**src/verilog/tlul_bridge_pkg.sv**
```systemverilog
/* TL-UL encodings for a 32-bit bridge. The integrity fields hold a per-field parity code, not SECDED
   Source IDs wider than TL_AIW are not carried */
package tlul_bridge_pkg;

    // ------------------------------
    // A and D channel opcodes
    // ------------------------------
    typedef enum logic [2:0] {
        PutFullData    = 3'h0,
        PutPartialData = 3'h1,
        Get            = 3'h4
    } tl_a_op_e;

    typedef enum logic [2:0] {
        AccessAck      = 3'h0,
        AccessAckData  = 3'h1
    } tl_d_op_e;

    // ------------------------------
    // Field widths
    // ------------------------------
    parameter int TL_SZW = 2;                // a_size, log2 of bytes
    parameter int TL_AIW = 8;                // Source ID field on the link

    // Integrity code widths, same as the SECDED fields they replace
    parameter int CMD_INTG_W  = 7;
    parameter int DATA_INTG_W = 7;

    // a_user layout, MSB first
    //   [22:18] reserved, zero
    //   [17:14] instruction type
    //   [13:7]  command integrity
    //   [6:0]   data integrity
    parameter int USER_RSVD_W = 5;
    parameter int USER_W      = USER_RSVD_W + 4 + CMD_INTG_W + DATA_INTG_W;

    // ------------------------------
    // Multi-bit boolean
    // ------------------------------
    // Only these two codes are legal. Any other value counts as a fault
    typedef logic [3:0] mubi4_t;

    parameter mubi4_t MUBI4_TRUE  = 4'h6;
    parameter mubi4_t MUBI4_FALSE = 4'h9;

endpackage

```
**src/verilog/tl_link_if.sv**
```systemverilog
/* One TL-UL link, A and D channel. Source IDs are TL_AIW bits wide, the mask is one bit per byte */
`timescale 1ns/1ps

interface tl_link_if import tlul_bridge_pkg::*; #(
    parameter int AW = 32,                   // Address width
    parameter int DW = 32                    // Data width
) ();

    // A channel, host to device
    logic                  a_valid;
    logic                  a_ready;
    tl_a_op_e              a_opcode;
    logic [2:0]            a_param;          // Always zero here
    logic [TL_SZW-1:0]     a_size;
    logic [DW/8-1:0]       a_mask;
    logic [TL_AIW-1:0]     a_source;
    logic [AW-1:0]         a_address;
    logic [DW-1:0]         a_data;
    logic [USER_W-1:0]     a_user;

    // D channel, device to host
    logic                  d_valid;
    logic                  d_ready;
    tl_d_op_e              d_opcode;
    logic                  d_error;
    logic [TL_AIW-1:0]     d_source;
    logic [DW-1:0]         d_data;

    modport host (
        output a_valid, a_opcode, a_param, a_size, a_mask, a_source, a_address, a_data, a_user,
        output d_ready,
        input  a_ready, d_valid, d_opcode, d_error, d_source, d_data
    );

    modport device (
        input  a_valid, a_opcode, a_param, a_size, a_mask, a_source, a_address, a_data, a_user,
        input  d_ready,
        output a_ready, d_valid, d_opcode, d_error, d_source, d_data
    );

endinterface

```
**src/verilog/cmd_intg_gen.sv**
```systemverilog
/* Parity integrity over command and data. Detects any odd number of flipped bits per group,
   corrects nothing */
`timescale 1ns/1ps

module cmd_intg_gen import tlul_bridge_pkg::*; #(
    parameter int AW = 32,
    parameter int DW = 32
) (
    input  mubi4_t                 instr_type_i,
    input  logic [AW-1:0]          addr_i,
    input  tl_a_op_e               opcode_i,
    input  logic [DW/8-1:0]        mask_i,
    input  logic [DW-1:0]          data_i,
    output logic [CMD_INTG_W-1:0]  cmd_intg_o,
    output logic [DATA_INTG_W-1:0] data_intg_o
);

    // Command word covered by the code, instruction type on top
    localparam int CW = 4 + AW + 3 + DW/8;

    logic [CW-1:0] cmd_vec;

    assign cmd_vec = {instr_type_i, addr_i, opcode_i, mask_i};

    // ------------------------------
    // Command code
    // ------------------------------
    // Bit k is the even parity of every command bit i with i mod 7 == k
    always_comb begin
        cmd_intg_o = '0;
        for (int i = 0; i < CW; i++) begin
            cmd_intg_o[i % CMD_INTG_W] = cmd_intg_o[i % CMD_INTG_W] ^ cmd_vec[i];
        end
    end

    // ------------------------------
    // Data code
    // ------------------------------
    // Same grouping over the data word. Computed for reads too, over whatever sits on a_data
    always_comb begin
        data_intg_o = '0;
        for (int i = 0; i < DW; i++) begin
            data_intg_o[i % DATA_INTG_W] = data_intg_o[i % DATA_INTG_W] ^ data_i[i];
        end
    end

endmodule

```
**src/verilog/sub2tlul.sv**
```systemverilog
/* Component request to TL-UL, one transaction in flight, responses taken in order. Needs UW >= 22
   for the read mask, IW <= TL_AIW; last is only checked for stability, no burst handling */
`timescale 1ns/1ps

module sub2tlul import tlul_bridge_pkg::*; #(
    parameter int AW = 32,
    parameter int DW = 32,
    parameter int UW = 32,
    parameter int IW = 1
) (
    input  logic            clk,
    input  logic            rst_n,

    // Component side
    input  logic            dv_i,
    input  logic [AW-1:0]   addr_i,        // Byte address
    input  logic            write_i,
    input  logic [UW-1:0]   user_i,
    input  logic [IW-1:0]   id_i,
    input  logic [DW-1:0]   wdata_i,
    input  logic [DW/8-1:0] wstrb_i,
    input  logic [2:0]      size_i,        // Upper bit ignored, TL_SZW wide on the link
    input  logic            last_i,
    output logic [DW-1:0]   rdata_o,
    output logic            hld_o,
    output logic            rd_err_o,
    output logic            wr_err_o,

    tl_link_if.host         tl_o
);

    localparam int     BC         = DW / 8;
    localparam mubi4_t INSTR_TYPE = MUBI4_FALSE;   // Data access only

    // Transaction state encodings
    localparam logic [1:0] TXN_NONE = 2'b00;
    localparam logic [1:0] TXN_GET  = 2'b01;
    localparam logic [1:0] TXN_PUT  = 2'b10;

    logic                   pending_txn;
    logic [1:0]             cur_txn;
    tl_a_op_e               opcode;
    logic [BC-1:0]          mask_local;
    logic [CMD_INTG_W-1:0]  cmd_intg;
    logic [DATA_INTG_W-1:0] data_intg;
    logic                   a_fire;
    logic                   txn_done;

    // ------------------------------
    // Request side
    // ------------------------------
    assign opcode     = !write_i ? Get : ((wstrb_i == '1) ? PutFullData : PutPartialData);
    assign mask_local = !write_i ? user_i[18 +: BC] : wstrb_i;   // Read mask from user[21:18]

    assign tl_o.a_valid   = dv_i & ~pending_txn;   // Blocked until the ack returns
    assign tl_o.a_opcode  = opcode;
    assign tl_o.a_param   = 3'h0;
    assign tl_o.a_size    = size_i[TL_SZW-1:0];
    assign tl_o.a_mask    = mask_local;
    assign tl_o.a_source  = TL_AIW'(id_i);
    assign tl_o.a_address = addr_i;
    assign tl_o.a_data    = wdata_i;
    assign tl_o.a_user    = {{USER_RSVD_W{1'b0}}, INSTR_TYPE, cmd_intg, data_intg};

    cmd_intg_gen #(
        .AW (AW),
        .DW (DW)
    ) u_intg_gen (
        .instr_type_i (INSTR_TYPE),
        .addr_i       (addr_i),
        .opcode_i     (opcode),
        .mask_i       (mask_local),
        .data_i       (wdata_i),
        .cmd_intg_o   (cmd_intg),
        .data_intg_o  (data_intg)
    );

    assign a_fire = tl_o.a_valid & tl_o.a_ready;

    always_ff @(posedge clk or negedge rst_n) begin
        if (!rst_n) begin
            pending_txn <= 1'b0;
        end else if (a_fire) begin
            pending_txn <= 1'b1;
        end else if (tl_o.d_valid && tl_o.d_ready) begin
            pending_txn <= 1'b0;               // Response taken
        end
    end

    // Remembers the kind of request so hld waits for the matching ack
    always_ff @(posedge clk or negedge rst_n) begin
        if (!rst_n) begin
            cur_txn <= TXN_NONE;
        end else if (a_fire) begin
            cur_txn <= write_i ? TXN_PUT : TXN_GET;
        end else if (txn_done) begin
            cur_txn <= TXN_NONE;
        end
    end

    // ------------------------------
    // Response side
    // ------------------------------
    assign txn_done = tl_o.d_valid &
                      (((cur_txn == TXN_GET) && (tl_o.d_opcode == AccessAckData)) ||
                       ((cur_txn == TXN_PUT) && (tl_o.d_opcode == AccessAck)));

    assign tl_o.d_ready = tl_o.d_valid;        // Always accept
    assign hld_o        = dv_i & ~txn_done;    // Released in the completion cycle only
    assign rdata_o      = (txn_done && (tl_o.d_source == TL_AIW'(id_i))) ? tl_o.d_data : '0;
    assign rd_err_o     = txn_done & ~write_i & tl_o.d_error;
    assign wr_err_o     = txn_done &  write_i & tl_o.d_error;

    // New A beat only once the previous request saw its matching ack
    a_single_txn: assert property (@(posedge clk) disable iff (!rst_n)
        a_fire |-> cur_txn == TXN_NONE);

    // Device must answer with the ack type of the request in flight
    a_ack_match: assert property (@(posedge clk) disable iff (!rst_n)
        tl_o.d_valid |-> txn_done);

    // Requester keeps the request steady while held
    a_req_stable: assert property (@(posedge clk) disable iff (!rst_n)
        dv_i && hld_o |=> dv_i && $stable({addr_i, write_i, wdata_i, wstrb_i, last_i}));

endmodule

```
**src/verilog/tlul_a_fifo.sv**
```systemverilog
/* A-channel request FIFO, one cycle from push to output. D channel is wired through untouched */
`timescale 1ns/1ps

module tlul_a_fifo import tlul_bridge_pkg::*; #(
    parameter int FIFO_DEPTH = 2,
    parameter int AW         = 32,
    parameter int DW         = 32
) (
    input  logic      clk,
    input  logic      rst_n,
    tl_link_if.device up_i,
    tl_link_if.host   dn_o
);

    // Entry layout, opcode in the low bits
    localparam int BC     = DW / 8;
    localparam int PA_LSB = 3;
    localparam int SZ_LSB = PA_LSB + 3;
    localparam int MK_LSB = SZ_LSB + TL_SZW;
    localparam int SR_LSB = MK_LSB + BC;
    localparam int AD_LSB = SR_LSB + TL_AIW;
    localparam int DA_LSB = AD_LSB + AW;
    localparam int US_LSB = DA_LSB + DW;
    localparam int EW     = US_LSB + USER_W;
    localparam int PW     = (FIFO_DEPTH > 1) ? $clog2(FIFO_DEPTH) : 1;
    localparam int CNTW   = $clog2(FIFO_DEPTH + 1);

    logic [EW-1:0]   mem_q [FIFO_DEPTH];
    logic [PW-1:0]   wr_ptr_q;
    logic [PW-1:0]   rd_ptr_q;
    logic [CNTW-1:0] count_q;
    logic [EW-1:0]   head;
    logic            push;
    logic            pop;
    logic            full;

    assign full       = (count_q == CNTW'(FIFO_DEPTH));
    assign up_i.a_ready = ~full;
    assign push       = up_i.a_valid & up_i.a_ready;
    assign pop        = dn_o.a_valid & dn_o.a_ready;

    // ------------------------------
    // Storage and pointers
    // ------------------------------
    always_ff @(posedge clk) begin
        if (push) begin
            mem_q[wr_ptr_q] <= {up_i.a_user, up_i.a_data, up_i.a_address, up_i.a_source,
                                up_i.a_mask, up_i.a_size, up_i.a_param, up_i.a_opcode};
        end
    end

    always_ff @(posedge clk or negedge rst_n) begin
        if (!rst_n) begin
            wr_ptr_q <= '0;
            rd_ptr_q <= '0;
            count_q  <= '0;
        end else begin
            if (push) wr_ptr_q <= (wr_ptr_q == PW'(FIFO_DEPTH - 1)) ? '0 : wr_ptr_q + 1'b1;
            if (pop)  rd_ptr_q <= (rd_ptr_q == PW'(FIFO_DEPTH - 1)) ? '0 : rd_ptr_q + 1'b1;
            if (push && !pop)      count_q <= count_q + 1'b1;
            else if (pop && !push) count_q <= count_q - 1'b1;
        end
    end

    // ------------------------------
    // Head entry downstream
    // ------------------------------
    assign head           = mem_q[rd_ptr_q];
    assign dn_o.a_valid   = (count_q != '0);            // Low out of reset
    assign dn_o.a_opcode  = tl_a_op_e'(head[2:0]);
    assign dn_o.a_param   = head[PA_LSB +: 3];
    assign dn_o.a_size    = head[SZ_LSB +: TL_SZW];
    assign dn_o.a_mask    = head[MK_LSB +: BC];
    assign dn_o.a_source  = head[SR_LSB +: TL_AIW];
    assign dn_o.a_address = head[AD_LSB +: AW];
    assign dn_o.a_data    = head[DA_LSB +: DW];
    assign dn_o.a_user    = head[US_LSB +: USER_W];

    // D channel straight through
    assign up_i.d_valid  = dn_o.d_valid;
    assign up_i.d_opcode = dn_o.d_opcode;
    assign up_i.d_error  = dn_o.d_error;
    assign up_i.d_source = dn_o.d_source;
    assign up_i.d_data   = dn_o.d_data;
    assign dn_o.d_ready  = up_i.d_ready;

    // A push into a non-empty FIFO never lands on the head entry
    a_no_overflow: assert property (@(posedge clk) disable iff (!rst_n)
        push && (count_q != '0) |-> wr_ptr_q != rd_ptr_q);
    // A pop below full always has a written entry between the pointers
    a_no_underflow: assert property (@(posedge clk) disable iff (!rst_n)
        pop && !full |-> wr_ptr_q != rd_ptr_q);

endmodule

```
**src/verilog/tlul_mem_dev.sv**
```systemverilog
/* Word-addressed TL-UL SRAM, one request at a time. a_size is ignored, the mask alone selects
   bytes on a Put; out-of-range or bad-integrity requests get d_error and change nothing */
`timescale 1ns/1ps

module tlul_mem_dev import tlul_bridge_pkg::*; #(
    parameter int MEM_WORDS = 64,
    parameter int AW        = 32,
    parameter int DW        = 32
) (
    input  logic      clk,
    input  logic      rst_n,
    tl_link_if.device tl_i
);

    localparam int BC     = DW / 8;
    localparam int OFF    = $clog2(BC);            // Byte offset bits
    localparam int IDXW   = $clog2(MEM_WORDS);
    localparam int INTG_W = CMD_INTG_W + DATA_INTG_W;

    logic [DW-1:0]          mem_q [MEM_WORDS];
    logic [AW-OFF-1:0]      word_idx;
    logic [IDXW-1:0]        mem_idx;
    logic                   in_range;
    logic                   intg_err;
    logic                   req_err;
    logic                   a_fire;
    mubi4_t                 instr_type;
    logic [CMD_INTG_W-1:0]  exp_cmd;
    logic [DATA_INTG_W-1:0] exp_data;
    logic                   d_valid_q;

    assign word_idx = tl_i.a_address[AW-1:OFF];
    assign mem_idx  = word_idx[IDXW-1:0];
    assign in_range = (word_idx < (AW-OFF)'(MEM_WORDS));

    // ------------------------------
    // Integrity check
    // ------------------------------
    assign instr_type = tl_i.a_user[INTG_W +: 4];

    cmd_intg_gen #(
        .AW (AW),
        .DW (DW)
    ) u_intg_chk (
        .instr_type_i (instr_type),
        .addr_i       (tl_i.a_address),
        .opcode_i     (tl_i.a_opcode),
        .mask_i       (tl_i.a_mask),
        .data_i       (tl_i.a_data),
        .cmd_intg_o   (exp_cmd),
        .data_intg_o  (exp_data)
    );

    // Recomputed code must match, instruction type must be a legal mubi code
    assign intg_err = ({exp_cmd, exp_data} != tl_i.a_user[INTG_W-1:0]) ||
                      ((instr_type != MUBI4_TRUE) && (instr_type != MUBI4_FALSE));
    assign req_err  = ~in_range | intg_err;

    // ------------------------------
    // Array and response
    // ------------------------------
    assign tl_i.a_ready = ~d_valid_q;              // Busy until the response is taken
    assign a_fire       = tl_i.a_valid & tl_i.a_ready;

    always_ff @(posedge clk or negedge rst_n) begin
        if (!rst_n) begin
            for (int i = 0; i < MEM_WORDS; i++) mem_q[i] <= '0;
        end else if (a_fire && tl_i.a_opcode != Get && !req_err) begin
            for (int b = 0; b < BC; b++) begin
                if (tl_i.a_mask[b]) mem_q[mem_idx][8*b +: 8] <= tl_i.a_data[8*b +: 8];
            end
        end
    end

    always_ff @(posedge clk or negedge rst_n) begin
        if (!rst_n) begin
            d_valid_q <= 1'b0;
        end else if (a_fire) begin
            d_valid_q <= 1'b1;
        end else if (tl_i.d_ready) begin
            d_valid_q <= 1'b0;
        end
    end

    // Response payload, loaded with the request
    always_ff @(posedge clk) begin
        if (a_fire) begin
            tl_i.d_opcode <= (tl_i.a_opcode == Get) ? AccessAckData : AccessAck;
            tl_i.d_error  <= req_err;
            tl_i.d_source <= tl_i.a_source;
            tl_i.d_data   <= (tl_i.a_opcode == Get && !req_err) ? mem_q[mem_idx] : '0;
        end
    end

    assign tl_i.d_valid = d_valid_q;

    a_d_hold: assert property (@(posedge clk) disable iff (!rst_n)
        tl_i.d_valid && !tl_i.d_ready |=> tl_i.d_valid && $stable(tl_i.d_data));

endmodule

```
**src/verilog/tlul_sub_top.sv**
```systemverilog
/* Component port to TL-UL SRAM. One request at a time, completion marked by hld falling while dv
   is high; user[21:18] carries the read byte mask */
`timescale 1ns/1ps

module tlul_sub_top #(
    parameter int AW         = 32,
    parameter int DW         = 32,
    parameter int IW         = 1,
    parameter int UW         = 32,
    parameter int FIFO_DEPTH = 2,
    parameter int MEM_WORDS  = 64
) (
    input  logic            clk,
    input  logic            rst_n,
    input  logic            dv_i,
    input  logic [AW-1:0]   addr_i,
    input  logic            write_i,
    input  logic [UW-1:0]   user_i,
    input  logic [IW-1:0]   id_i,
    input  logic [DW-1:0]   wdata_i,
    input  logic [DW/8-1:0] wstrb_i,
    input  logic [2:0]      size_i,
    input  logic            last_i,
    output logic [DW-1:0]   rdata_o,
    output logic            hld_o,
    output logic            rd_err_o,
    output logic            wr_err_o
);

    // ------------------------------
    // Links
    // ------------------------------
    tl_link_if #(.AW(AW), .DW(DW)) tl_up ();   // Shim to FIFO
    tl_link_if #(.AW(AW), .DW(DW)) tl_dn ();   // FIFO to memory

    sub2tlul #(.AW(AW), .DW(DW), .UW(UW), .IW(IW)) u_shim (
        .clk      (clk),
        .rst_n    (rst_n),
        .dv_i     (dv_i),
        .addr_i   (addr_i),
        .write_i  (write_i),
        .user_i   (user_i),
        .id_i     (id_i),
        .wdata_i  (wdata_i),
        .wstrb_i  (wstrb_i),
        .size_i   (size_i),
        .last_i   (last_i),
        .rdata_o  (rdata_o),
        .hld_o    (hld_o),
        .rd_err_o (rd_err_o),
        .wr_err_o (wr_err_o),
        .tl_o     (tl_up)
    );

    tlul_a_fifo #(.FIFO_DEPTH(FIFO_DEPTH), .AW(AW), .DW(DW)) u_a_fifo (
        .clk   (clk),
        .rst_n (rst_n),
        .up_i  (tl_up),
        .dn_o  (tl_dn)
    );

    tlul_mem_dev #(.MEM_WORDS(MEM_WORDS), .AW(AW), .DW(DW)) u_mem (
        .clk   (clk),
        .rst_n (rst_n),
        .tl_i  (tl_dn)
    );

endmodule

```
**config.mk**
```make
export PLATFORM = sky130hd
export DESIGN_NAME = tlul_sub_top
export DESIGN_NICKNAME = d
export VERILOG_FILES = /design/src/verilog/tlul_bridge_pkg.sv /design/src/verilog/tl_link_if.sv /design/src/verilog/cmd_intg_gen.sv /design/src/verilog/sub2tlul.sv /design/src/verilog/tlul_a_fifo.sv /design/src/verilog/tlul_mem_dev.sv /design/src/verilog/tlul_sub_top.sv
export SDC_FILE = /design/constraint.sdc
export NUM_CORES = 2
export LEC_CHECK = 0
export BUFFER_PORTS_ARGS = -buffer_cell sky130_fd_sc_hd__buf_2
export CAP_MARGIN = 20
export CORE_MARGIN = 8
export CORE_UTILIZATION = 45
export CTS_BUF_LIST = sky130_fd_sc_hd__clkbuf_4
export CTS_CLUSTER_DIAMETER = 60
export CTS_CLUSTER_SIZE = 16
export DETAILED_ROUTE_END_ITERATION = 16
export GPL_ROUTABILITY_DRIVEN = 0
export MAX_ROUTING_LAYER = met4
export PLACE_DENSITY = 0.67
export SYNTH_ARGS = -nofsm -noshare
export SYNTH_HDL_FRONTEND = slang
export SYNTH_SLANG_ARGS = --single-unit
```
**constraint.sdc**
```tcl
create_clock -name clk -period 7.37 [get_ports clk]
set_clock_uncertainty 0.2 [all_clocks]
set_input_delay 0.737 -clock clk [delete_from_list [all_inputs] [get_ports clk]]
set_output_delay 0.737 -clock clk [all_outputs]
set_load 0.02 [all_outputs]
```
After elaboration in Yosys (flattened, before gate mapping) --
Memories as Yosys holds them, arrays and structs flattened. Index checks and enable logic that the tools add are counted.
Storage, ports and cells: bits of input ports 109, output and inout bits 35, logic and storage cells 289, memory bits (writable) 176, memories 1, register bits 2100
Operators by class: eq/ne operators 11, multiplexer cells 39, $add $sub $neg 4, reductions and logical operators 20, magnitude comparators 3, bitwise operators 137
Memories:
- u_a_fifo.mem_q | words 2, bits a word 88, read ports 1, clocked after Yosys merged registers in 0, wr ports 1, line tlul_a_fifo.sv:28 | logic [EW-1:0] mem_q [FIFO_DEPTH];
Operators by type and width (number):
- $mux W2048 | 7
- $bwmux W2048 | 4
- $demux W32 S6 | 4
- $bmux W32 S6 | 1
- $mux W32 | 4
- $xor A1 B1 Y1 | 114
- $lt A30 B7 Y1 const B | 1
- $mux W24 | 1
- $mux W16 | 1
- $ne A14 B14 Y1 | 1
- $logic_and A1 B1 Y1 | 10
- $mux W2 | 5
- $and A1 B1 Y1 | 9
- $mux W1 | 9
- $eq A8 B1 Y1 | 1
- $mux W8 | 1
- $not A1 Y1 | 8
- $reduce_bool A2 Y1 | 4
- $ge A7 B7 Y1 const B | 1
- $lt A7 B1 Y1 const B | 1
- $not A6 Y7 | 1
- $eq A2 B2 Y1 const B | 2
- $eq A4 B4 Y1 const B | 1
- $mux W4 | 1
- 15 further kinds | 22

Logic depth before layout (Yosys ltp) --
An unclocked memory read counts as a cell.
word-level depth 21, mapped depth 13, depth with buffers taken out 8

Cells and area by module --
A second synthesis with hierarchy kept.
Unflattened totals: cell total of the unflattened synthesis 7676, area total of the unflattened synthesis 108464.0 um^2
Modules (own cells, without submodules):
- tlul_mem_dev | cells an instance 6982, instances 1, sequential area each 52535.4 um^2, area each 97308.3 um^2
- tlul_a_fifo | cells an instance 397, instances 1, sequential area each 6526.3 um^2, area each 8330.5 um^2
- sub2tlul | cells an instance 199, instances 1, sequential area each 75.1 um^2, area each 1636.6 um^2
- cmd_intg_gen | cells an instance 49, instances 2, sequential area each 0.0 um^2, area each 594.3 um^2

Worst setup path after synthesis --
Ideal clock, no wire load.
path type input to register, start input port dv_i, end memory u_a_fifo.mem_q[0][0] in the netlist's numbering (enable), setup slack 2.094 ns, stages on the path 2, arrival 4.546 ns, library setup time 0.530 ns, required time 6.640 ns, buffers on the path 0, cell sequence o211ai_1 > nor2_1
On the way: longest elaborated chain between the ends 4
Ends and longest elaborated chain:
- start, declared | line tlul_sub_top.sv:15 | input logic dv_i,
- $and A1 B1 Y1 | line sub2tlul.sv:55 | assign tl_o.a_valid = dv_i & ~pending_txn;
- $and A1 B1 Y1 | line tlul_a_fifo.sv:39 | assign push = up_i.a_valid & up_i.a_ready;
- $mux W1 | line tlul_a_fifo.sv:46 | if (push) begin
- $mux W1 (implied by the code) | line tlul_a_fifo.sv:47 | mem_q[wr_ptr_q] <= {up_i.a_user, up_i.a_data, up_i.a_address, up_i.a_source,
- end, declared | line tlul_a_fifo.sv:28
No other way between the ends.

Worst setup path in the final report --
start register u_a_fifo.rd_ptr_q, end register u_mem.mem_q[1154] in the netlist's numbering
On the way: longest elaborated chain between the ends 17, elaborated cells on any way between the ends 91, those cells by class 3 x order compare; 2 x eq/ne; 16 x mux; 64 x bitwise; 5 x reduce/logical; 1 x memory
Ends and longest elaborated chain:
- start, declared | line tlul_a_fifo.sv:30 | logic [PW-1:0] rd_ptr_q;
- start signal, assigned | line tlul_a_fifo.sv:59 | if (pop) rd_ptr_q <= (rd_ptr_q == PW'(FIFO_DEPTH - 1)) ? '0 : rd_ptr_q + 1'b1;
- $mem_v2 Z2 W88 *
- $not A6 Y7 (implied by the code) | line tlul_mem_dev.sv:70 | if (tl_i.a_mask[b]) mem_q[mem_idx][8*b +: 8] <= tl_i.a_data[8*b +: 8];
- $ge A7 B7 Y1 (implied by the code) / $lt A7 B1 Y1 (equally long branches) | line tlul_mem_dev.sv:70
- $logic_and A1 B1 Y1 (implied by the code) | line tlul_mem_dev.sv:70
- $mux W8 (implied by the code) | line tlul_mem_dev.sv:70
- $demux W32 S6 | line tlul_mem_dev.sv:70
- $bwmux W2048 | line tlul_mem_dev.sv:70
- $mux W2048 | line tlul_mem_dev.sv:70
- $mux W2048 | line tlul_mem_dev.sv:68 | end else if (a_fire && tl_i.a_opcode != Get && !req_err) begin
- $bwmux W2048 | line tlul_mem_dev.sv:70
- $mux W2048 | line tlul_mem_dev.sv:70
- $mux W2048 | line tlul_mem_dev.sv:68
- $bwmux W2048 | line tlul_mem_dev.sv:70
- $mux W2048 | line tlul_mem_dev.sv:70
- $mux W2048 | line tlul_mem_dev.sv:68
- $bwmux W2048 | line tlul_mem_dev.sv:70
- $mux W2048 | line tlul_mem_dev.sv:70
- end signal, assigned by index | line tlul_mem_dev.sv:70
- end, declared | line tlul_mem_dev.sv:20 | logic [DW-1:0] mem_q [MEM_WORDS];
Mark *: on every way between the ends. The rest lies on a longest branch, timed or not. The select of a mux whose other input is x is not followed. A chain may end at the register's enable or synchronous reset.

==> metrics.yaml <==
cts_resized: 0
die_w_um: 495.7
cts_max_level: 4
r2r-end: "u_mem.mem_q[1154]"
route.met2.wl_um: 150600
rsz0062_at_grt: "false"
reg2reg_slack_ns: 1.67
report.final.slew_viol_count: 0
met1_length_um: 131300
synth_seq_cells: 2261
fin_crit_sh_pct: 77.27
antenna_left: 0
intPower_mw: 16.13
rows: 176
endpoint_kind: "flip-flop"
nNetsFinal: 7386
combPwrFrac_pct: 27.3
dieArea_um2: 245700
clock_path_buffers: 3
grt_first_pass_wirelength_um: 474500
avgSynthCellArea_um2: 14.47
endpoint: "u_mem.mem_q[1154]"
cts_setup_buffers: 0
cp.depth: 10
fp.dieH_um: 495.7
cts_tree: "done"
dp_hpwl_um: 199000
drc: 0
wire_per_inst_um: 31.21
fmax_mhz: 175.6
grt_overflow: 0
reg2reg_depth: 10
crit_path_start_kind: "flip-flop"
r2r-start: "u_a_fifo.rd_ptr_q"
first_pass_iters: 8
post_synth_num_cell_types: 64
clk_pin_slew_ns: 0.15
via_count: 65770
regArea_um2: 57610
crit_chain: "buf_12, mux2i_1, xnor2_1, xnor2_1, nor4_2, nand4_1, buf_4, buf_4, nor2_8, mux2_1"
netlist_instances: 7156
arrival_ns: 6.73
holdCritStartpoint: "wdata_i[5]"
synthToLayoutAreaGrowth_pct: 7.677
numPortBuffers: 111
viasPerCell: 6.322
syn_area_um2: 103600
clkLatencyLatePin_ns: 1.42
synth_edf_count: 205
cts_sinks: 2261
cpMaxStageDelayCell: "buf_4"
pwr-share-clk_pct: 22.8
root_buffer: "clkbuf_4"
status: "finished, final reports clean"
drv_cap: 0
p_per_area_nw_per_um2: 236.2
initial_utilization_pct: 45.13
yosysWarnings: 0
ys_seq_area_share_pct: 55.63
worst-path-buf-inv: 3
ios: 144
dominantRegCellSynth: "dfrtp_1"
antenna_found_initial: 9
worstPathRequired_ns: 8.41
hold_buffers: 153
slew_headroom_pct: 14.66
ir_worst_vdd_mv: 0.2353
multi_input_area_um2: 43630
asyncSetResetFlopFracSynth_pct: 90.93
highest_layer: "met4"
crit_type: "reg2reg"
setup_tns_ns: 0
synth_nets: 7266
cpPeakStageDelay_ns: 1.00
power_switching_mw: 10.21
seq_power_share_pct: 50.0
wl_um: 324700
num-fill-cells: 19820
drive_gt1_share_pct: 38.63
critPathMaxFanout: 76
drt_iter0_markers: 6790
cts_buffers: 174
hp-class: "in2reg"
wl_met3_um: 25240
final_hold_viol_count: 0
setup_viol: 0
core_region_area_um2: 229500
swShare_pct: 38.77
critPathTopFamily: "buffers and inverters"
finalCriticalPeriod_ns: 5.695
crit_start: "u_a_fifo.rd_ptr_q"
gr-usage-all-layers_pct: 26.74
grt_max_degree: 179
grt_pass1_vias: 67610
power_leakage_nw: 55.18
tightest_slew_ns: 1.248
holdWs_ns: 0.1344
[per-layer routing]
layer | track usage (%) | vias up
met4 | 12.59 | 0
met1 | 34.25 | 35200
li1 | - | 27100
met3 | 5.473 | 752
met5 | - | -
met2 | 40.98 | 2716
[worst min-delay path by stage]
stage / endpoint / cells past startpoint
floorplan: u_a_fifo.count_q[0] / 0
global route: u_a_fifo.mem_q[1][79] / 4
detailed placement: u_mem.mem_q[277] / 1
global placement: u_mem.mem_q[177] / 1
finish: u_a_fifo.mem_q[1][79] / 4
CTS: u_a_fifo.mem_q[1][79] / 4
[cell type report]
type / count / area share [%]
clock inverter: 67 / 0.7204
tap: 3026 / 3.395
clock buffer: 201 / 1.353
sequential: 2261 / 51.66
multi-input combinational: 4370 / 39.13
timing repair buffer: 460 / 3.686
antenna: 9 / 0.02020
inverter: 9 / 0.03030
[sequential cells by signal (all words and copies together), names as in the netlist]
register / count
u_a_fifo.wr_ptr_q: 1
u_shim.pending_txn: 1
u_mem.tl_i.d_valid: 1
u_mem.tl_i.d_opcode: 1
u_mem.mem_q: 2048
u_mem.tl_i.d_data: 32
u_a_fifo.rd_ptr_q: 1
u_shim.cur_txn: 2
u_mem.tl_i.d_error: 1
u_mem.tl_i.d_source: 1
u_a_fifo.count_q: 2
u_a_fifo.mem_q: 170
[Yosys cell counts (84+ instances only)]
cell,number,share of area (%)
dfrtp_1,2056,50
mux2_2,1795,20
a22oi_1,724,5.2
clkbuf_1,355,1.3
nor2_8,240,4.6
edfxtp_1,205,5.9
a21oi_1,193,0.93
nand2_1,183,0.66
mux2_1,173,1.9
mux2_4,120,1.7
a41oi_1,119,1.0
xnor2_1,105,0.89
mux2i_1,84,0.81
[power groups by stage]
stage / registers (mW) / clock network, mW / logic (mW)
2_1_floorplan: 13.3 / 0 / 3.52
3_3_place_gp: 13.4 / 0 / 6.85
3_5_place_dp: 13.4 / 0 / 6.93
4_1_cts: 13.2 / 6.09 / 7.01
5_1_grt: 13.2 / 6.55 / 7.31
6_report: 13.2 / 5.99 / 7.18
[cells in the final DEF, fill, tap and decap left out, drive strengths merged, types with 5 or more instances in the layout]
master | Yosys | final
a2111oi | 12 | 12
a21oi | 193 | 193
a221o | 5 | 5
a221oi | 51 | 51
a222oi | 38 | 38
a22o | 63 | 63
a22oi | 724 | 724
a31oi | 77 | 77
a41oi | 119 | 119
and2 | 35 | 35
buf | 160 | 308
bufinv | 0 | 16
clkbuf | 356 | 201
clkinv | 0 | 28
clkinvlp | 0 | 13
dfrtp | 2056 | 2056
diode | 0 | 9
dlygate4sd3 | 0 | 152
edfxtp | 205 | 205
inv | 9 | 19
mux2 | 2088 | 2088
mux2i | 85 | 85
nand2 | 220 | 220
nand3 | 5 | 5
nand4 | 18 | 18
nor2 | 286 | 286
nor3 | 5 | 5
nor4 | 56 | 56
o211ai | 11 | 11
o21ai | 13 | 13
o221ai | 17 | 17
o22a | 13 | 13
o22ai | 30 | 30
xnor2 | 105 | 105
xor2 | 66 | 66
[logic make-up (layout without fill, tap and decap cells)]
kind of cell / after synthesis / in the layout / synth area share (%)
flops: 2261 / 2261 / 55.63
mux: 2173 / 2173 / 23.96
xor+xnor: 173 / 173 / 1.490
fa+ha+maj: 1 / 1 / 0.01208
simple gates: 642 / 642 / 6.599
compound gates: 1381 / 1381 / 9.864
buf+inv: 525 / 737 / 2.444
other cells: 0 / 9 / 0
[worst reg2reg max path: stages (launching register included)]
cell and delay [ns]:
dfrtp_4 0.84, buf_12 0.48, mux2i_1 0.35, xnor2_1 0.10, xnor2_1 0.44, nor4_2 0.15, nand4_1 0.51, buf_4 0.80
buf_4 1.06, nor2_8 0.23, mux2_1 0.38
[metrics by stage]
step / worst slack, ns / power (mW) / cells / util, % / area [um2]
global placement: 1.756 / 20.24 / 9968 / 46.86 / 107500
detailed placement: 1.811 / 20.33 / 9970 / 46.87 / 107500
global route: 1.606 / 27.05 / 10400 / 48.59 / 111500
CTS: 1.760 / 26.27 / 10390 / 48.55 / 111400
floorplan: 2.094 / 16.81 / 7156 / - / 103600
finish: 1.675 / 26.34 / 10400 / 48.60 / 111500
No activity file was read; power rests on OpenSTA's default activity.
